==> src/logic/muldiv_pkg.sv <==
package muldiv_pkg;

   // operation class of a request
   typedef enum logic {
      md_op_mul = 1'b0,
      md_op_div = 1'b1
   } md_op_t;

   // lo is product low word or quotient, hi is product high word or remainder
   typedef enum logic {
      md_out_lo = 1'b0,
      md_out_hi = 1'b1
   } md_out_t;

   localparam int xlen = 32;      // operand width
   localparam int mul_steps = 4;  // eight multiplier bits per step
   localparam int div_steps = 16; // two quotient bits per step

   typedef logic [4:0] step_cnt_t;

endpackage

==> src/logic/booth_encoder.sv <==
`timescale 1ns/1ns

module booth_encoder (
   input  logic [2:0]                  window,
   input  logic [muldiv_pkg::xlen-1:0] multiplicand,
   input  logic                        mcand_signed,
   output logic [33:0]                 partial,
   output logic                        negate
);

   logic [33:0] m1; // multiplicand, two sign bits
   logic [33:0] m2; // twice the multiplicand

   assign m1 = {{2{mcand_signed & multiplicand[31]}}, multiplicand};
   assign m2 = {m1[32:0], 1'b0};

   always_comb begin
      partial = '0;
      negate  = 1'b0;
      unique case (window)
         3'b001, 3'b010: partial = m1;
         3'b011: partial = m2;
         3'b100: begin
            partial = ~m2; // +1 comes in at the adder
            negate  = 1'b1;
         end
         3'b101, 3'b110: begin
            partial = ~m1;
            negate  = 1'b1;
         end
         default: partial = '0; // 000 and 111
      endcase
   end

endmodule

==> src/logic/div_datapath.sv <==
`timescale 1ns/1ns

module div_datapath (
   input  logic                        clk,
   input  logic                        start,
   input  logic                        step,
   input  logic [muldiv_pkg::xlen-1:0] in_1,
   input  logic [muldiv_pkg::xlen-1:0] in_2,
   input  logic                        is_signed,
   output logic [muldiv_pkg::xlen-1:0] quotient,
   output logic [muldiv_pkg::xlen-1:0] remainder,
   output logic                        done
);

   import muldiv_pkg::*;

   logic [xlen-1:0] qd;     // dividend bits out at the top, digits in at the bottom
   logic [xlen-1:0] rem;    // partial remainder, always below the divisor
   logic [xlen-1:0] dvs;    // divisor magnitude
   step_cnt_t       cnt;
   logic            q_neg;
   logic            r_neg;
   logic            zero;

   logic [33:0]     shifted;
   logic [33:0]     dvs_2;
   logic [33:0]     dvs_3;
   logic [34:0]     diff_1;
   logic [34:0]     diff_2;
   logic [34:0]     diff_3;
   logic [1:0]      digit;
   logic [xlen-1:0] rem_next;
   logic [xlen-1:0] rem_src;
   logic            running;
   logic            last;

   assign shifted = {rem, qd[xlen-1 -: 2]};
   assign dvs_2   = {1'b0, dvs, 1'b0};
   assign dvs_3   = dvs_2 + {2'b00, dvs};

   // three trial subtractions in parallel
   assign diff_1 = {1'b0, shifted} - {3'b000, dvs};
   assign diff_2 = {1'b0, shifted} - {1'b0, dvs_2};
   assign diff_3 = {1'b0, shifted} - {1'b0, dvs_3};

   always_comb begin
      if (!diff_3[34]) begin
         digit    = 2'd3;
         rem_next = diff_3[xlen-1:0];
      end else if (!diff_2[34]) begin
         digit    = 2'd2;
         rem_next = diff_2[xlen-1:0];
      end else if (!diff_1[34]) begin
         digit    = 2'd1;
         rem_next = diff_1[xlen-1:0];
      end else begin
         digit    = 2'd0;
         rem_next = shifted[xlen-1:0];
      end
   end

   assign last    = (cnt == step_cnt_t'(div_steps));
   assign running = step & ~zero & ~last;

   always_ff @(posedge clk) begin
      if (start) begin
         qd    <= (is_signed & in_1[xlen-1]) ? -in_1 : in_1;
         dvs   <= (is_signed & in_2[xlen-1]) ? -in_2 : in_2;
         rem   <= '0;
         cnt   <= '0;
         q_neg <= is_signed & (in_1[xlen-1] ^ in_2[xlen-1]);
         r_neg <= is_signed & in_1[xlen-1];
         zero  <= (in_2 == '0);
      end else if (running) begin
         qd  <= {qd[xlen-3:0], digit};
         rem <= rem_next;
         cnt <= cnt + 1'b1;
      end
   end

   // fix-up cycle, the top captures these on the edge that ends it
   assign done = step & (zero | last);

   // zero divisor: qd still holds the dividend magnitude
   assign rem_src   = zero ? qd : rem;
   assign quotient  = zero ? '1 : (q_neg ? -qd : qd);
   assign remainder = r_neg ? -rem_src : rem_src;

endmodule

==> src/logic/mul_datapath.sv <==
`timescale 1ns/1ns

module mul_datapath (
   input  logic                        clk,
   input  logic                        start,
   input  logic                        step,
   input  logic [muldiv_pkg::xlen-1:0] in_1,
   input  logic [muldiv_pkg::xlen-1:0] in_2,
   input  logic                        in_1_signed,
   input  logic                        in_2_signed,
   output logic [muldiv_pkg::xlen-1:0] prod_hi,
   output logic [muldiv_pkg::xlen-1:0] prod_lo
);

   import muldiv_pkg::*;

   localparam int acc_w = 42; // running sum width, holds one byte step

   logic [xlen-1:0]         mult;         // multiplier, shifts right
   logic                    prev;         // bit below the current byte
   logic                    mult_signed;
   logic [xlen-1:0]         mcand;
   logic                    mcand_signed;
   logic                    top_fix;      // unsigned multiplier with msb set
   logic signed [acc_w-1:0] hi;
   logic [xlen-1:0]         lo;

   logic [2:0]       win  [4];
   logic [33:0]      part [4];
   logic [3:0]       neg;
   logic [acc_w-1:0] ext  [4];
   logic [acc_w-1:0] csa_sum;
   logic [acc_w-1:0] csa_cry;
   logic [acc_w-1:0] neg_bits;
   logic signed [acc_w-1:0] t;

   for (genvar k = 0; k < 4; k++) begin : g_booth
      if (k == 0) begin : g_first
         assign win[k] = {mult[1:0], prev};
      end else begin : g_next
         assign win[k] = mult[2*k+1 -: 3];
      end

      booth_encoder booth_encoder_inst (
         .window       (win[k]),
         .multiplicand (mcand),
         .mcand_signed (mcand_signed),
         .partial      (part[k]),
         .negate       (neg[k])
      );

      assign ext[k] = {{(acc_w-34){part[k][33]}}, part[k]};
   end

   // 3:2 row over the first three weighted rows
   assign csa_sum = ext[0] ^ (ext[1] << 2) ^ (ext[2] << 4);
   assign csa_cry = (ext[0] & (ext[1] << 2)) | ((ext[1] << 2) & (ext[2] << 4)) |
                    (ext[0] & (ext[2] << 4));

   assign neg_bits = {{(acc_w-7){1'b0}}, neg[3], 1'b0, neg[2], 1'b0, neg[1], 1'b0, neg[0]};

   // final adder, also folds in the running high part
   assign t = hi + csa_sum + (csa_cry << 1) + (ext[3] << 6) + neg_bits;

   always_ff @(posedge clk) begin
      if (start) begin
         mult         <= in_1;
         prev         <= 1'b0;
         mult_signed  <= in_1_signed;
         mcand        <= in_2;
         mcand_signed <= in_2_signed;
         top_fix      <= in_1[xlen-1] & ~in_1_signed;
         hi           <= '0;
         lo           <= '0;
      end else if (step) begin
         prev <= mult[7];
         mult <= {{8{mult_signed & mult[xlen-1]}}, mult[xlen-1:8]};
         hi   <= t >>> 8;
         lo   <= {t[7:0], lo[xlen-1:8]};
      end
   end

   // booth windows see in_1 as signed, add back 2^32 * in_2 when it was not
   assign prod_hi = (step ? t[xlen+7:8] : hi[xlen-1:0]) + (top_fix ? mcand : '0);
   assign prod_lo = step ? {t[7:0], lo[xlen-1:8]} : lo; // value after the step in flight

endmodule

==> src/logic/muldiv_unit.sv <==
`timescale 1ns/1ns

module muldiv_unit (
   input  logic                        clk,
   input  logic                        reset,
   input  logic                        req_valid,
   output logic                        req_ready,
   input  muldiv_pkg::md_op_t          req_op,
   input  muldiv_pkg::md_out_t         req_out_sel,
   input  logic                        req_in_1_signed,
   input  logic                        req_in_2_signed,
   input  logic [muldiv_pkg::xlen-1:0] req_in_1,
   input  logic [muldiv_pkg::xlen-1:0] req_in_2,
   output logic                        resp_valid,
   output logic [muldiv_pkg::xlen-1:0] resp_result
);

   import muldiv_pkg::*;

   logic      busy;
   md_op_t    op;
   md_out_t   out_sel;
   step_cnt_t cnt;

   logic            accept;
   logic            mul_start;
   logic            div_start;
   logic            mul_step;
   logic            div_step;
   logic            mul_done;
   logic            div_done;
   logic            finish;
   logic [xlen-1:0] prod_hi;
   logic [xlen-1:0] prod_lo;
   logic [xlen-1:0] quotient;
   logic [xlen-1:0] remainder;
   logic [xlen-1:0] result;

   assign req_ready = ~busy;
   assign accept    = req_valid & ~busy;
   assign mul_start = accept & (req_op == md_op_mul);
   assign div_start = accept & (req_op == md_op_div);
   assign mul_step  = busy & (op == md_op_mul);
   assign div_step  = busy & (op == md_op_div);
   assign mul_done  = mul_step & (cnt == step_cnt_t'(mul_steps - 1)); // 4th step edge
   assign finish    = mul_done | div_done;

   mul_datapath mul_datapath_inst (
      .clk         (clk),
      .start       (mul_start),
      .step        (mul_step),
      .in_1        (req_in_1),
      .in_2        (req_in_2),
      .in_1_signed (req_in_1_signed),
      .in_2_signed (req_in_2_signed),
      .prod_hi     (prod_hi),
      .prod_lo     (prod_lo)
   );

   div_datapath div_datapath_inst (
      .clk       (clk),
      .start     (div_start),
      .step      (div_step),
      .in_1      (req_in_1),
      .in_2      (req_in_2),
      .is_signed (req_in_1_signed),
      .quotient  (quotient),
      .remainder (remainder),
      .done      (div_done)
   );

   always_comb begin
      if (op == md_op_mul)
         result = (out_sel == md_out_hi) ? prod_hi : prod_lo;
      else
         result = (out_sel == md_out_hi) ? remainder : quotient;
   end

   always_ff @(posedge clk) begin
      if (reset) begin
         busy       <= 1'b0;
         op         <= md_op_mul;
         out_sel    <= md_out_lo;
         cnt        <= '0;
         resp_valid <= 1'b0;
      end else begin
         resp_valid <= finish; // single cycle pulse
         if (accept) begin
            busy    <= 1'b1;
            op      <= req_op;
            out_sel <= req_out_sel;
            cnt     <= '0;
         end else if (finish) begin
            busy <= 1'b0;
            cnt  <= '0;
         end else if (busy) begin
            cnt <= cnt + 1'b1;
         end
      end
   end

   // held until the next response
   always_ff @(posedge clk) begin
      if (finish)
         resp_result <= result;
   end

endmodule

==> config.mk <==
export PLATFORM = sky130hd
export DESIGN_NAME = muldiv_unit
export DESIGN_NICKNAME = d
export VERILOG_FILES = /design/src/logic/muldiv_pkg.sv /design/src/logic/booth_encoder.sv /design/src/logic/div_datapath.sv /design/src/logic/mul_datapath.sv /design/src/logic/muldiv_unit.sv
export SDC_FILE = /design/constraint.sdc
export NUM_CORES = 2
export LEC_CHECK = 0
export BUFFER_PORTS_ARGS = -buffer_cell sky130_fd_sc_hd__buf_2
export CAP_MARGIN = 20
export CORE_UTILIZATION = 45
export CTS_CLUSTER_DIAMETER = 120
export DETAILED_ROUTE_END_ITERATION = 6
export PLACE_DENSITY = 0.61
export SLEW_MARGIN = 20
export SYNTH_ARGS = -nofsm -noshare
export SYNTH_HDL_FRONTEND = slang
export SYNTH_SLANG_ARGS = --single-unit
export TNS_END_PERCENT = 50
==> constraint.sdc <==
create_clock -name clk -period 11.86 [get_ports clk]
set_input_delay 1.186 -clock clk [delete_from_list [all_inputs] [get_ports clk]]
set_output_delay 1.186 -clock clk [all_outputs]
set_load 0.02 [all_outputs]
==> impl_metrics.toml <==
[status]
status = "finished clean"

[setup_path]
cp_slowest_cell = "nand3_1"
cpPeakStageDelay_ps = 810
worstPathRequired_ps = 12170
worst_ep_arrival_time_ps = 10110
endpoint_kind = "register"
path_common_cell = "o21ai_0"
critPathKind = "register to register"
startpoint_type = "register"
crit_fanout = 31

[clocking]
cts_made_buffers = 37
hold_buffers = 0
cts_buffer_depth = 3
cts_setup_buffers = 0
cts_tree = "yes"
htreeDepth = 2
post_cts_resized = 0
root_buffer = "clkbuf_16"
clock_latency_ps = 570
path_clk_slew_ps = 60
clkSinkCount = 279

[finish]
syn_to_final_growth_pct = 8.09
final_cell_mix = "nand2_1 (342), nor2_1 (277), a21oi_1 (269), o21ai_0 (262), xor2_1 (249)"
post_route_cells_drive_above_1_share_pct = 7.42
layout_commonest_cell = "nand2_1"
nets = 3911
antenna_cells = 0
final_util_pct = 49.5
fillers = 6253
stdcell_count = 4358

[detailed_routing]
dr.pass1.iters = 6
wire_per_inst_um = 22.4
postRouteAntennaNets = 0
viasPerCell = 6.01
first_iter_violations = 2646
wirelength_um = 97400
drc = 0
vias = 26200

[placement]
placedCellCount = 4288
dp_hpwl_um = 74800
portBuffers = 104
place_congestion = 0.955
dp_slack_ps = 2150

[sta]
relSlewSlack_pct = 28.0
fin_ws_ps = 2060
rsz0062_at_grt = "false"
worstMarginPinSlew_ps = 1080
tns_ps = 0
setup_viol = 0
fmax_ghz = 0.102
finalMaxSlewViolations = 0
worst_clock_skew_ps = 34.3
hold_violations = 0
fin_crit_sh_pct = 82.7
finalCriticalPeriod_ps = 9800

[grt]
grt_util_all_layers_pct = 28.9
grt_pass1_wl_um = 150000
grt_max_degree = 75
grt-ovfl-total = 0
grt_pass1_vias = 24600
antenna_found_initial = 2

[min_path]
hp-class = "register to register"

[synthesis]
syn_avg_cell_area_um2 = 8.47
async_flop_share_pct = 0
synth_edf_count = 166
ys_seq_area_share_pct = 24.4
synth_seq_cells = 279
netlist_instances = 3503
syn_nets = 3939
synth_area_um2 = 29700
synth_warnings = 0
ys_types = 83
ys.flop_type = "edfxtp_1"

[floorplan]
die-area_um2 = 67000
die_y_um = 259
start_util_pct = 45.8
io_pins = 105
die_w_um = 259
num_rows = 93
core-area_um2 = 64800

[power_and_ir_drop]
irDropWorstVdd_v = 0.000213
p_leak_nw = 14.0
p_per_area_nw_per_um2 = 296
power_mw = 9.50

[job]
cap_violations = 0
==> cells by family after synthesis <==
logic type               share of synthesized area [%]
AO/OA/AOI/OAI                                     23.3
AND/OR/NAND/NOR                                   14.2
XOR/XNOR                                          12.0
buffers and inverters                             4.98
multiplexers                                      2.07
flip-flops                                        24.4
adder cells (fa/ha/maj)                           19.1
==> worst paths after layout <==
| check | start | end | slack [ps] | cells after the start |
|---|---|---|---|---|
| setup / recovery | mul_datapath_inst.mult[1]$_DFFE_PP_ | resp_result[29]$_DFFE_PP_ | 2060 | 31 |
| setup reg to reg | mul_datapath_inst.mult[1]$_DFFE_PP_ | resp_result[29]$_DFFE_PP_ | 2060 | 31 |
| hold reg to reg | mul_datapath_inst.lo[0]$_SDFF_PP0_ | mul_datapath_inst.lo[0]$_SDFF_PP0_ | 460 | 2 |
| hold / removal | mul_datapath_inst.lo[0]$_SDFF_PP0_ | mul_datapath_inst.lo[0]$_SDFF_PP0_ | 460 | 2 |
==> worst max-delay path, delay by kind of cell, from the launching register on <==
kind                       cells  cell delay [ps]
AOI/OAI and AO/OA             16             4100
muxes                          1              120
and+or+nand+nor                6             1670
DFF                            1              570
adders and majority gates      6             2500
xor gates and xnor gates       1              170
buffers and inverters          1              400
==> layer usage <==
metal / wire, um / GRT usage, % / up-vias
met5: 12 / 0 / -
met4: 3330 / 9.62 / 2
met1: 44200 / 42.1 / 12600
met3: 7510 / 4.14 / 138
li1: - / - / 12500
met2: 42400 / 43.6 / 992
==> power by group <==
| part | internal, mW | switching (mW) |
|---|---|---|
| sequential | 1.20 | 0.166 |
| combinational | 2.85 | 4.17 |
| clock | 0.641 | 0.473 |
| total | 4.69 | 4.81 |
==> synth_stat cells (all sizes together) (14+ instances only) <==
cell | instances | area share, %
a211oi | 35 | 0.89
a21o | 99 | 2.5
a21oi | 271 | 4.6
a221oi | 68 | 2.0
a22oi | 81 | 2.0
a31oi | 23 | 0.48
and2 | 57 | 1.2
and3 | 19 | 0.40
buf | 29 | 0.39
clkbuf | 183 | 2.3
dfxtp | 113 | 7.6
edfxtp | 166 | 17
fa | 145 | 9.8
ha | 220 | 9.3
inv | 179 | 2.3
mux2i | 50 | 1.7
nand2 | 345 | 4.4
nand2b | 27 | 0.57
nand3 | 35 | 0.59
nand4 | 23 | 0.48
nor2 | 283 | 3.6
nor2b | 24 | 0.51
nor3 | 62 | 1.0
nor4 | 14 | 0.30
o211ai | 14 | 0.35
o21a | 30 | 0.76
o21ai | 266 | 4.5
o21bai | 21 | 0.53
o22ai | 17 | 0.36
o31ai | 38 | 1.0
or3 | 15 | 0.33
xnor2 | 153 | 4.5
xor2 | 253 | 7.5
==> layout make-up <==
type	count	area [um^2]	area share, %
Clock buffer	47	995	3.10
Clock inverter	20	176	0.550
Inverter	180	678	2.11
Multi-Input combinational cell	2832	21100	65.6
Sequential cell	279	7250	22.6
Tap cell	855	1070	3.33
Timing Repair Buffer	145	863	2.69
==> registers in the layout, indices dropped and copies added (netlist names), 5 cells and up <==
signal,count
div_datapath_inst.rem,32
mul_datapath_inst.mcand,32
mul_datapath_inst.mult,32
div_datapath_inst.qd,32
resp_result,32
div_datapath_inst.dvs,32
mul_datapath_inst.hi,34
cnt,5
mul_datapath_inst.lo,32
div_datapath_inst.cnt,5
==> per-stage QoR <==
step                      area [um^2]  hold slack [ps]
after floorplan                 29700              436
after global placement          30800              442
after detailed placement        30800              446
after CTS                       32000              454
after global routing            32100              479
final                           32100              456
(Power assumes the default switching activity.)
